### config.mk
export PLATFORM = sky130hd
export DESIGN_NAME = rv_core
export DESIGN_NICKNAME = d
export VERILOG_FILES = /design/src/logic/rv_pkg.sv /design/src/logic/rv_exec_if.sv /design/src/logic/rv_decoder.sv /design/src/logic/rv_reg_file.sv /design/src/logic/rv_alu.sv /design/src/logic/rv_branch_unit.sv /design/src/logic/rv_core.sv
export SDC_FILE = /design/constraint.sdc
export NUM_CORES = 2
export LEC_CHECK = 0
export BUFFER_PORTS_ARGS = -buffer_cell sky130_fd_sc_hd__clkbuf_2
export CORE_ASPECT_RATIO = 1.4
export CORE_UTILIZATION = 40
export DETAILED_ROUTE_END_ITERATION = 10
export HOLD_SLACK_MARGIN = 0.15
export PLACE_DENSITY_LB_ADDON = 0.1
export SLEW_MARGIN = 40
export SYNTH_ARGS = -nofsm -noshare
export SYNTH_HDL_FRONTEND = slang
export SYNTH_SLANG_ARGS = --single-unit
### constraint.sdc
create_clock -name clk -period 15.05 [get_ports clk]
set_clock_uncertainty 0.05 [all_clocks]
set_input_delay 1.505 -clock clk [delete_from_list [all_inputs] [get_ports clk]]
set_output_delay 1.505 -clock clk [all_outputs]
set_load 0.01 [all_outputs]
### src/logic/rv_pkg.sv
`default_nettype none

package rv_pkg;

   // major opcode field, bits [6:0] of the instruction
   typedef enum logic [6:0] {
      opc_op     = 7'b0110011,
      opc_op_imm = 7'b0010011,
      opc_lui    = 7'b0110111,
      opc_branch = 7'b1100011,
      opc_jal    = 7'b1101111
   } rv_opcode_e;

   typedef enum logic [3:0] {
      alu_add,
      alu_sub,
      alu_and,
      alu_or,
      alu_xor,
      alu_slt,
      alu_sll,
      alu_srl,
      // second operand straight through, used by lui
      alu_pass_b
   } rv_alu_op_e;

   typedef enum logic [2:0] {
      br_none,
      br_beq,
      br_bne,
      br_blt,
      br_jal
   } rv_br_op_e;

   // decoded control, one word per instruction
   typedef struct packed {
      rv_alu_op_e alu_op;
      rv_br_op_e  br_op;
      logic       use_imm;
      logic       reg_write;
      logic       valid;
   } rv_ctrl_t;

endpackage

`default_nettype wire

### src/logic/rv_exec_if.sv
`default_nettype none
`timescale 1ns/100ps

// execute stage operands, shared by the alu and the branch unit
interface rv_exec_if;
   import rv_pkg::*;

   logic [31:0] pc;
   logic [31:0] rs1_val;
   logic [31:0] rs2_val;
   logic [31:0] imm;
   rv_ctrl_t    ctrl;

   modport core (
      output pc, rs1_val, rs2_val, imm, ctrl
   );

   modport unit (
      input pc, rs1_val, rs2_val, imm, ctrl
   );

endinterface

`default_nettype wire

### src/logic/rv_decoder.sv
`default_nettype none
`timescale 1ns/100ps

module rv_decoder #(
   parameter int num_regs = 32
) (
   input  logic [31:0]     instr_i,
   output logic [4:0]      rs1_o,
   output logic [4:0]      rs2_o,
   output logic [4:0]      rd_o,
   output logic [31:0]     imm_o,
   output rv_pkg::rv_ctrl_t ctrl_o
);
   import rv_pkg::*;

   logic [6:0]  funct7;
   logic [2:0]  funct3;
   logic [31:0] imm_i;
   logic [31:0] imm_b;
   logic [31:0] imm_u;
   logic [31:0] imm_j;
   logic        known;
   logic        uses_rs1;
   logic        uses_rs2;
   logic        bad_index;

   assign rs1_o  = instr_i[19:15];
   assign rs2_o  = instr_i[24:20];
   assign rd_o   = instr_i[11:7];
   assign funct7 = instr_i[31:25];
   assign funct3 = instr_i[14:12];

   // sign extended immediates of each format
   assign imm_i = {{20{instr_i[31]}}, instr_i[31:20]};
   assign imm_b = {{19{instr_i[31]}}, instr_i[31], instr_i[7], instr_i[30:25],
                   instr_i[11:8], 1'b0};
   assign imm_u = {instr_i[31:12], 12'b0};
   assign imm_j = {{11{instr_i[31]}}, instr_i[31], instr_i[19:12], instr_i[20],
                   instr_i[30:21], 1'b0};

   always_comb begin
      ctrl_o.alu_op    = alu_add;
      ctrl_o.br_op     = br_none;
      ctrl_o.use_imm   = 1'b0;
      ctrl_o.reg_write = 1'b0;
      imm_o            = imm_i;
      known            = 1'b1;
      uses_rs1         = 1'b1;
      uses_rs2         = 1'b0;
      case (instr_i[6:0])
         opc_op: begin
            ctrl_o.reg_write = 1'b1;
            uses_rs2         = 1'b1;
            case ({funct7, funct3})
               {7'h00, 3'b000}: ctrl_o.alu_op = alu_add;
               {7'h20, 3'b000}: ctrl_o.alu_op = alu_sub;
               {7'h00, 3'b111}: ctrl_o.alu_op = alu_and;
               {7'h00, 3'b110}: ctrl_o.alu_op = alu_or;
               {7'h00, 3'b100}: ctrl_o.alu_op = alu_xor;
               {7'h00, 3'b010}: ctrl_o.alu_op = alu_slt;
               {7'h00, 3'b001}: ctrl_o.alu_op = alu_sll;
               {7'h00, 3'b101}: ctrl_o.alu_op = alu_srl;
               default:         known = 1'b0;
            endcase
         end
         opc_op_imm: begin
            ctrl_o.reg_write = 1'b1;
            ctrl_o.use_imm   = 1'b1;
            case (funct3)
               3'b000:  ctrl_o.alu_op = alu_add;
               3'b111:  ctrl_o.alu_op = alu_and;
               3'b110:  ctrl_o.alu_op = alu_or;
               3'b100:  ctrl_o.alu_op = alu_xor;
               default: known = 1'b0;
            endcase
         end
         opc_lui: begin
            ctrl_o.alu_op    = alu_pass_b;
            ctrl_o.use_imm   = 1'b1;
            ctrl_o.reg_write = 1'b1;
            imm_o            = imm_u;
            uses_rs1         = 1'b0;
         end
         opc_branch: begin
            imm_o    = imm_b;
            uses_rs2 = 1'b1;
            case (funct3)
               3'b000:  ctrl_o.br_op = br_beq;
               3'b001:  ctrl_o.br_op = br_bne;
               3'b100:  ctrl_o.br_op = br_blt;
               default: known = 1'b0;
            endcase
         end
         opc_jal: begin
            ctrl_o.br_op     = br_jal;
            ctrl_o.reg_write = 1'b1;
            imm_o            = imm_j;
            uses_rs1         = 1'b0;
         end
         default: begin
            known            = 1'b0;
            uses_rs1         = 1'b0;
         end
      endcase
      // indices beyond the register count, e.g. x16 and up on rv32e
      bad_index = (ctrl_o.reg_write && rd_o >= num_regs) ||
                  (uses_rs1 && rs1_o >= num_regs) ||
                  (uses_rs2 && rs2_o >= num_regs);
      ctrl_o.valid = known && !bad_index;
   end

endmodule

`default_nettype wire

### src/logic/rv_reg_file.sv
`default_nettype none
`timescale 1ns/100ps

module rv_reg_file #(
   parameter int num_regs = 32
) (
   input  logic        clk,
   input  logic        reset,
   input  logic [4:0]  rs1_i,
   input  logic [4:0]  rs2_i,
   input  logic [4:0]  rd_i,
   input  logic        we_i,
   input  logic [31:0] wdata_i,
   output logic [31:0] rs1_data_o,
   output logic [31:0] rs2_data_o
);

   logic [31:0] regs [num_regs];

   // x0 and out of range indices read as zero, a same cycle write passes through
   function automatic logic [31:0] read_port(input logic [4:0] idx);
      if (idx == 5'd0 || idx >= num_regs)
         return 32'd0;
      if (we_i && idx == rd_i)
         return wdata_i;
      return regs[idx];
   endfunction

   always_ff @(posedge clk) begin
      if (reset) begin
         for (int i = 0; i < num_regs; i++)
            regs[i] <= 32'd0;
      end else if (we_i && rd_i != 5'd0 && rd_i < num_regs) begin
         regs[rd_i] <= wdata_i;
      end
   end

   always_comb begin
      rs1_data_o = read_port(rs1_i);
      rs2_data_o = read_port(rs2_i);
   end

endmodule

`default_nettype wire

### src/logic/rv_alu.sv
`default_nettype none
`timescale 1ns/100ps

module rv_alu (
   rv_exec_if.unit     ex,
   output logic [31:0] result_o
);
   import rv_pkg::*;

   logic [31:0] op_a;
   logic [31:0] op_b;
   logic [4:0]  shamt;

   assign op_a = ex.rs1_val;
   // immediate group and lui take the immediate
   assign op_b  = ex.ctrl.use_imm ? ex.imm : ex.rs2_val;
   assign shamt = op_b[4:0];

   always_comb begin
      case (ex.ctrl.alu_op)
         alu_add:    result_o = op_a + op_b;
         alu_sub:    result_o = op_a - op_b;
         alu_and:    result_o = op_a & op_b;
         alu_or:     result_o = op_a | op_b;
         alu_xor:    result_o = op_a ^ op_b;
         alu_slt:    result_o = {31'd0, $signed(op_a) < $signed(op_b)};
         alu_sll:    result_o = op_a << shamt;
         alu_srl:    result_o = op_a >> shamt;
         alu_pass_b: result_o = op_b;
         default:    result_o = 32'd0;
      endcase
   end

endmodule

`default_nettype wire

### src/logic/rv_branch_unit.sv
`default_nettype none
`timescale 1ns/100ps

module rv_branch_unit (
   rv_exec_if.unit     ex,
   output logic        taken_o,
   output logic [31:0] target_o,
   output logic [31:0] link_o
);
   import rv_pkg::*;

   logic equal;
   logic less;
   logic cond;

   assign equal = ex.rs1_val == ex.rs2_val;
   assign less  = $signed(ex.rs1_val) < $signed(ex.rs2_val);

   always_comb begin
      case (ex.ctrl.br_op)
         br_beq:  cond = equal;
         br_bne:  cond = !equal;
         br_blt:  cond = less;
         br_jal:  cond = 1'b1;
         default: cond = 1'b0;
      endcase
   end

   // bubbles never redirect
   assign taken_o = ex.ctrl.valid && cond;

   // both branch and jal are pc relative
   assign target_o = ex.pc + ex.imm;
   assign link_o   = ex.pc + 32'd4;

endmodule

`default_nettype wire

### src/logic/rv_core.sv
`default_nettype none
`timescale 1ns/100ps

module rv_core #(
   parameter int          num_regs = 32,
   parameter logic [31:0] reset_pc = 32'h0000_0000
) (
   input  logic        clk,
   input  logic        reset,
   output logic [31:0] imem_addr_o,
   input  logic [31:0] imem_data_i,
   output logic        retire_valid_o,
   output logic [31:0] retire_pc_o,
   output logic [4:0]  retire_rd_o,
   output logic [31:0] retire_data_o
);
   import rv_pkg::*;

   logic [31:0] pc_q;

   // if/id
   logic        if_id_valid;
   logic [31:0] if_id_pc;
   logic [31:0] if_id_instr;

   // decode outputs
   logic [4:0]  dec_rs1;
   logic [4:0]  dec_rs2;
   logic [4:0]  dec_rd;
   logic [31:0] dec_imm;
   rv_ctrl_t    dec_ctrl;
   rv_ctrl_t    id_ctrl;
   logic [31:0] rf_rs1_data;
   logic [31:0] rf_rs2_data;

   // id/ex
   rv_ctrl_t    id_ex_ctrl;
   logic [31:0] id_ex_pc;
   logic [4:0]  id_ex_rs1;
   logic [4:0]  id_ex_rs2;
   logic [4:0]  id_ex_rd;
   logic [31:0] id_ex_rs1_val;
   logic [31:0] id_ex_rs2_val;
   logic [31:0] id_ex_imm;

   // execute results
   logic [31:0] alu_result;
   logic        br_taken;
   logic [31:0] br_target;
   logic [31:0] br_link;
   logic [31:0] ex_result;

   // ex/wb, rd is zero for instructions that write nothing
   logic        ex_wb_valid;
   logic [31:0] ex_wb_pc;
   logic [4:0]  ex_wb_rd;
   logic [31:0] ex_wb_result;

   rv_exec_if ex_bus ();

   function automatic logic [31:0] forward(input logic [4:0]  src,
                                           input logic [31:0] reg_val);
      if (ex_wb_valid && ex_wb_rd != 5'd0 && ex_wb_rd == src)
         return ex_wb_result;
      return reg_val;
   endfunction

   assign imem_addr_o = pc_q;

   rv_decoder #(
      .num_regs(num_regs)
   ) u_decoder (
      .instr_i(if_id_instr),
      .rs1_o  (dec_rs1),
      .rs2_o  (dec_rs2),
      .rd_o   (dec_rd),
      .imm_o  (dec_imm),
      .ctrl_o (dec_ctrl)
   );

   rv_reg_file #(
      .num_regs(num_regs)
   ) u_reg_file (
      .clk       (clk),
      .reset     (reset),
      .rs1_i     (dec_rs1),
      .rs2_i     (dec_rs2),
      .rd_i      (ex_wb_rd),
      .we_i      (ex_wb_valid),
      .wdata_i   (ex_wb_result),
      .rs1_data_o(rf_rs1_data),
      .rs2_data_o(rf_rs2_data)
   );

   always_comb begin
      id_ctrl       = dec_ctrl;
      id_ctrl.valid = dec_ctrl.valid && if_id_valid;
   end

   // operands into execute, distance one comes from the ex/wb register
   assign ex_bus.pc   = id_ex_pc;
   assign ex_bus.imm  = id_ex_imm;
   assign ex_bus.ctrl = id_ex_ctrl;

   always_comb begin
      ex_bus.rs1_val = forward(id_ex_rs1, id_ex_rs1_val);
      ex_bus.rs2_val = forward(id_ex_rs2, id_ex_rs2_val);
   end

   rv_alu u_alu (
      .ex      (ex_bus),
      .result_o(alu_result)
   );

   rv_branch_unit u_branch_unit (
      .ex      (ex_bus),
      .taken_o (br_taken),
      .target_o(br_target),
      .link_o  (br_link)
   );

   assign ex_result = (id_ex_ctrl.br_op == br_jal) ? br_link : alu_result;

   // control state, a taken branch squashes if/id and id/ex
   always_ff @(posedge clk) begin
      if (reset) begin
         pc_q        <= reset_pc;
         if_id_valid <= 1'b0;
         id_ex_ctrl  <= '0;
         ex_wb_valid <= 1'b0;
      end else begin
         pc_q        <= br_taken ? br_target : pc_q + 32'd4;
         if_id_valid <= !br_taken;
         id_ex_ctrl  <= br_taken ? '0 : id_ctrl;
         ex_wb_valid <= id_ex_ctrl.valid;
      end
   end

   // payload
   always_ff @(posedge clk) begin
      if_id_pc      <= pc_q;
      if_id_instr   <= imem_data_i;
      id_ex_pc      <= if_id_pc;
      id_ex_rs1     <= dec_rs1;
      id_ex_rs2     <= dec_rs2;
      id_ex_rd      <= dec_rd;
      id_ex_rs1_val <= rf_rs1_data;
      id_ex_rs2_val <= rf_rs2_data;
      id_ex_imm     <= dec_imm;
      ex_wb_pc      <= id_ex_pc;
      ex_wb_rd      <= id_ex_ctrl.reg_write ? id_ex_rd : 5'd0;
      ex_wb_result  <= ex_result;
   end

   assign retire_valid_o = ex_wb_valid;
   assign retire_pc_o    = ex_wb_pc;
   assign retire_rd_o    = ex_wb_rd;
   assign retire_data_o  = ex_wb_result;

endmodule

`default_nettype wire

-- After elaboration in Yosys (flattened, before gate mapping)
Memory sizes are Yosys's and may differ from the RTL's. A register that Yosys moved wholly into a read port is not among the register bits.
Index checks and enable logic that the tools add are counted.
- register bits after elaboration: 320
- RAM bits: 1024
- input port bits: 34
- output and inout bits: 102
- logic and storage cells: 134
- memories: 1
- memory list (name ; words ; bits a word ; read ports ; clocked after memory_dff ; wr ports ; line ; source):
    u_reg_file.regs ; 32 ; 32 ; 2 ; 2 ; 32 ; rv_reg_file.sv:18 ; logic [31:0] regs [num_regs];
- $add $sub $neg: 5
- $lt $le $gt $ge: 2
- eq/ne operators: 33
- shift operators: 2
- muxes and demuxes: 45
- bitwise logic cells: 3
- reductions and logical operators: 23
- operator list (cell ; number):
    2-to-1 mux 32 bit ; 16
    one-hot mux 32 bit (9 select lines) ; 1
    one-hot mux 31 bit (3 select lines) ; 1
    adder 32 x 3 -> 32 bit (second input constant) ; 2
    adder 32 bit ; 2
    < comparator 32 bit ; 2
    equality test 10 x 3 -> 1 bit (second input constant) ; 4
    bitwise AND 32 bit ; 1
    equality test 32 bit ; 1
    bitwise OR 32 bit ; 1
    OR reduction 32 bit ; 1
    left shift 32 x 5 -> 32 bit ; 1
    >> shifter 32 x 5 -> 32 bit ; 1
    subtractor 32 bit ; 1
    bitwise XOR 32 bit ; 1
    one-hot mux 3 bit (7 select lines) ; 1
    equality test 5 bit ; 4
    2-to-1 mux 1 bit ; 19
    equality test 4 x 3 -> 1 bit (second input constant) ; 4
    equality test 7 x 6 -> 1 bit (second input constant) ; 2
    equality test 7 bit (second input constant) ; 2
    equality test 3 bit (second input constant) ; 4
    one-hot mux 4 bit (3 select lines) ; 1
    equality test 10 x 1 -> 1 bit (second input constant) ; 1
    24 further kinds ; 39

-- Depth between registers and ports, before layout
- word-level depth: 10
- gate-level depth with buffers: 23
- gate-level depth less buffers: 18

-- Cells and area by module
From an unflattened synthesis, not the netlist that was laid out.
- cell total of the unflattened synthesis: 6355
- area, all modules: 77011.4 um^2
- modules (own cells, without submodules) (module ; times used ; cells each ; area each (um^2)):
    rv_reg_file ; 1 ; 3890 ; 55599.6
    rv_core ; 1 ; 635 ; 8936.1
    rv_alu ; 1 ; 1296 ; 8730.9
    rv_branch_unit ; 1 ; 429 ; 3009.1
    rv_decoder ; 1 ; 105 ; 735.7

-- Worst setup path after synthesis
OpenSTA, ideal clock, no wires.
- path type: reg2reg
- start: register ex_wb_rd[0] (netlist: retire_rd_o[0])
- end: register ex_wb_result[27] (netlist: retire_data_o[27])
- library setup time: 0.120 ns
- data arrival time: 5.311 ns
- required time: 14.880 ns
- slack: 9.569 ns
- cell stages (with the launch flop): 24
- path buffers: 5
- clock period less this slack: 5.481 ns
- cells stage by stage: dfxtp_1 -> buf_2 -> xnor2_1 -> nand4_1 -> nor2_2 -> buf_6 -> buf_2 -> buf_2 -> mux2i_1 -> nand2_1 -> o21ai_0 -> inv_1 -> ha_1 -> clkbuf_1 -> or4b_1 -> a211oi_1 -> nor4_1 -> or3_1 -> a221oi_1 -> a221o_1 -> a21boi_1 -> xnor2_1 -> o22ai_1 -> o31a_1
- longest elaborated chain between the ends: 9
- elaborated cells on any way between the ends: 20
- classes of those cells: add/sub: 2; eq/ne: 2; shift: 2; mux: 7; bitwise: 3; reduce/logical: 4
- ends and longest elaborated chain (item ; line ; source):
    start: declaration ; rv_core.sv:56 ; logic [4:0] ex_wb_rd;
    start signal: assignment ; rv_core.sv:151 ; ex_wb_rd <= id_ex_ctrl.reg_write ? id_ex_rd : 5'd0;
    nonzero test 5 bit ; rv_core.sv:63 ; if (ex_wb_valid && ex_wb_rd != 5'd0 && ex_wb_rd == src)
    logical AND 1 bit (2 in series) ; rv_core.sv:63 ;
    2-to-1 mux 1 bit ; rv_core.sv:63 ;
    2-to-1 mux 32 bit ; rv_core.sv:65 ; return reg_val;
    2-to-1 mux 32 bit ; rv_alu.sv:16 ; assign op_b = ex.ctrl.use_imm ? ex.imm : ex.rs2_val;
    subtractor 32 bit (tied with other cells) ; rv_alu.sv:22 ; alu_sub: result_o = op_a - op_b;
    one-hot mux 32 bit (9 select lines) * ; rv_alu.sv:20 ; case (ex.ctrl.alu_op)
    2-to-1 mux 32 bit * ; rv_core.sv:122 ; assign ex_result = (id_ex_ctrl.br_op == br_jal) ? br_link : alu_result;
    net ex_result[27] ; rv_core.sv:51 ; logic [31:0] ex_result;
    end signal: assignment ; rv_core.sv:152 ; ex_wb_result <= ex_result;
    end: declaration ; rv_core.sv:57 ; logic [31:0] ex_wb_result;
The timed path passes the listed nets; every way through them passes the cells marked *.
A chain may end at the register's enable or synchronous reset.

-- Worst setup path in the final report
- start: register ex_wb_rd[2] (netlist: retire_rd_o[2])
- end: register ex_wb_result[28] (netlist: retire_data_o[28])
The elaborated chain is that of the path after synthesis.

==> impl_results.md <==
* Final period utilization at 47.8%
* Async SR Flop Fraction at 0%
* Initial Util at 40.3%
* Synthesized area at 76,200 µm²
* Synth Flop Type: edfxtp_1
* Synth warnings at 0
* DR vias at 54,626
* H-Tree Depth at 4
* IO Count at 136
* Area contributors post-synth: edfxtp_1, mux4_2, dfxtp_1
* Placer's final routability congestion estimate at 1.03
* CTS tree: yes
* Final Setup Violations at 0
* Row count at 189
* Number of buffers added on ports at 135
* DRC Markers at 0
* Cells after synthesis at 5,902
* RSZ-0062 raised after global routing: no
* Normalized max-slew margin at 33.0%
* Post-synth cell types at 94
* Total CTS buffers at 144
* P&R area growth vs syn at 12.2%
* Share of the synthesized area in the top cell type at 40.4%
* Fill count at 17,059
* Vias per inst at 6.41
* First-pass GRT wire length at 461 mm
* Max_cap viols at 0
* Top Family by Delay on Critical Path: compound AO/OA/AOI/OAI gates
* Final Hold Viols at 0
* Layout cells sized above 1 at 23.2%
* DR iter-0 viols at 6,391
* Syn_area_per_cell at 12.9 µm²
* Cts hold-fix bufs at 0
* Vias in the first global route at 54,039
* CP Capture Type: flip-flop
* WL/cell at 40.1 µm
* Crit Path Class: flip-flop to flip-flop
* Tot GR Track Use at 35.3%
* Worst-Skew Late Latency at 0.84 ns
* Sink Count at 1,344
* Worst path max stage delay at 0.80 ns
* Setup_tns at 0 ns
* Status: completed
* Number of synthesized flops with an enable pin at 1,024
* Largest net degree at the start of global routing at 103
* Worst-Margin Slew at 1.00 ns
* Max Slew Vio Count at 0
* Min-Delay Path Class: flip-flop to flip-flop
* Power density over cell area at 123 nW/µm²
* Nets at 6,105
* CP max-delay cell: mux2i_1
* LEAKAGE at 31.3 nW
* DRT Pass-1 Iters at 6
* CP bufs+invs at 2
* CP arrival at 7.88 ns
* Fmax at 139 MHz
* Clock transition at path regs at 0.07 ns
* Resized Gates After CTS at 0
* Layout Utilization at 45.2%
* Height of the die at 518 µm
* Initial antenna violation count at 35
* Worst setup SP type: flip-flop
* Part of the Yosys area used for sequential elements at 48.8%
* VDD IR-drop max at 0.0000796 V
* Final ANT Viol Nets at 0
* Final worst path period need at 7.19 ns
* Core box area at 189,000 µm²
* Root Buffer: clkbuf_16
* Horiz. Die Dim at 371 µm
* Total grt overflow at 0
* Area of the die at 192,000 µm²
* Crit path top cell by count: a211oi_1
* Final wirelength at 342 mm
* CP max FO at 32
* Number of setup buffers added after CTS at 0
* Post-synthesis sequential element count at 1,344
* CP required at 15.74 ns
* Clock Tree Buf Depth at 3
* Critical Path, Cell by Cell: or3_1, nor3_4, nor4_4, buf_4, mux2i_1, inv_1, ha_1, a21oi_1, a211oi_1, o311ai_1, a211oi_1, a22oi_1, a221o_1, o311ai_0, and3_1, o21ai_0, a41oi_1
* Area leader, netlist: edfxtp_1
* DP HPWL at 221 mm
power by group:
group          internal (W)  switching [W]
logic              0.000788        0.00183
registers           0.00416       0.000147
clock network       0.00197        0.00164
worst paths after layout:
path                            cells after the start           endpoint            from  slack (ns)
worst min-delay path                                0      ex_bus.pc[29]    if_id_pc[29]        0.27
worst max-delay path                               17  retire_data_o[28]  retire_rd_o[2]        7.86
worst max register to register                     17  retire_data_o[28]  retire_rd_o[2]        7.86
worst min register to register                      0      ex_bus.pc[29]    if_id_pc[29]        0.27
cell type report:
class	instances	area (µm²)	share of cell area (%)
sequential	1344	37200	43.5
tap	2483	3110	3.63
clock buffer	192	3930	4.60
inverter	125	475	0.556
clock inverter	71	697	0.815
timing repair buffer	350	2640	3.08
antenna	13	32.5	0.0381
multi-input combinational	3941	37400	43.8
per-stage QoR:
stage               hold WS [ns]  std cells  power (W)  area, µm²  worst slack [ns]
floorplan                  0.260       5933    0.00576      76300              9.57
global placement           0.260       8222    0.00694      80200              7.55
detailed placement         0.262       8241    0.00694      80800              7.90
CTS                        0.270       8504     0.0105      85400              7.89
global route               0.279       8507     0.0108      85500              7.54
finish                     0.273       8519     0.0105      85500              7.86
cell usage after synthesis (37+ instances only):
library cell	instances
nand3_1	75
buf_2	37
mux2i_1	213
ha_1	162
nand2_1	181
a21oi_1	153
clkbuf_1	417
edfxtp_1	1024
nor3_1	67
buf_1	53
a21o_1	66
dfxtp_1	320
inv_1	117
a211oi_1	119
xor2_1	41
xnor2_1	81
o21ai_0	138
nor2_1	375
and2_1	1013
o22ai_1	46
mux4_2	645
per-layer routing:
layer | track usage (%) | part of all wire (%) | vias to the layer above
met5 | 0 | 0.011 | -
met4 | 23.1 | 7.8 | 6
met3 | 6.15 | 7.4 | 836
met2 | 58.9 | 49 | 2957
met1 | 41.6 | 36 | 28385
li1 | - | - | 22442
cell usage in the layout, fill, tap and decap left out, types with 22 or more instances in the layout:
cell       Yosys  layout
a211oi_1     119     117
a21o_1        66      66
a21oi_1      153     151
a221oi_1      33      33
a31oi_1       25      23
and2_1      1013    1013
and3_1        26      26
buf_4          8     179
clkbuf_1     417      39
clkbuf_16      0     149
clkbuf_2       0     134
clkinv_1       1      25
conb_1         1      32
dfxtp_1      320     306
edfxtp_1    1024    1024
ha_1         162     162
inv_1        117     116
mux2_2        33      33
mux2i_1      213     205
mux4_2       645     645
nand2_1      181     180
nand3_1       75      70
nand4_1       36      36
nor2_1       375     332
nor2_4         0      35
nor3_1        67      63
o211ai_1      22      22
o21ai_0      138     105
o21ai_4        0      31
o221ai_1      30      30
o22ai_1       46      46
xnor2_1       81      77
xor2_1        41      40
kinds of logic after synthesis:
group / after synthesis / share of synthesized area (%)
adders and majority gates: 165 / 2.74
DFF: 1344 / 48.8
AOI/OAI and AO/OA: 826 / 7.52
muxes: 895 / 22.5
xor gates and xnor gates: 123 / 1.42
other: 1 / 0.00492
buffers and inverters: 648 / 3.38
and+or+nand+nor: 1900 / 13.7
state kept, by name (all words and copies together) (netlist names):
name,count
retire_valid_o,1
if_id_pc,32
id_ex_rs1,5
if_id_instr,32
id_ex_rd,5
id_ex_rs2,5
retire_pc_o,32
ex_bus.ctrl,10
ex_bus.pc,32
if_id_valid,1
retire_data_o,32
imem_addr_o,32
retire_rd_o,5
id_ex_rs1_val,32
id_ex_rs2_val,32
ex_bus.imm,32
u_reg_file.regs,1024
No activity file was read; power rests on OpenSTA's default activity.
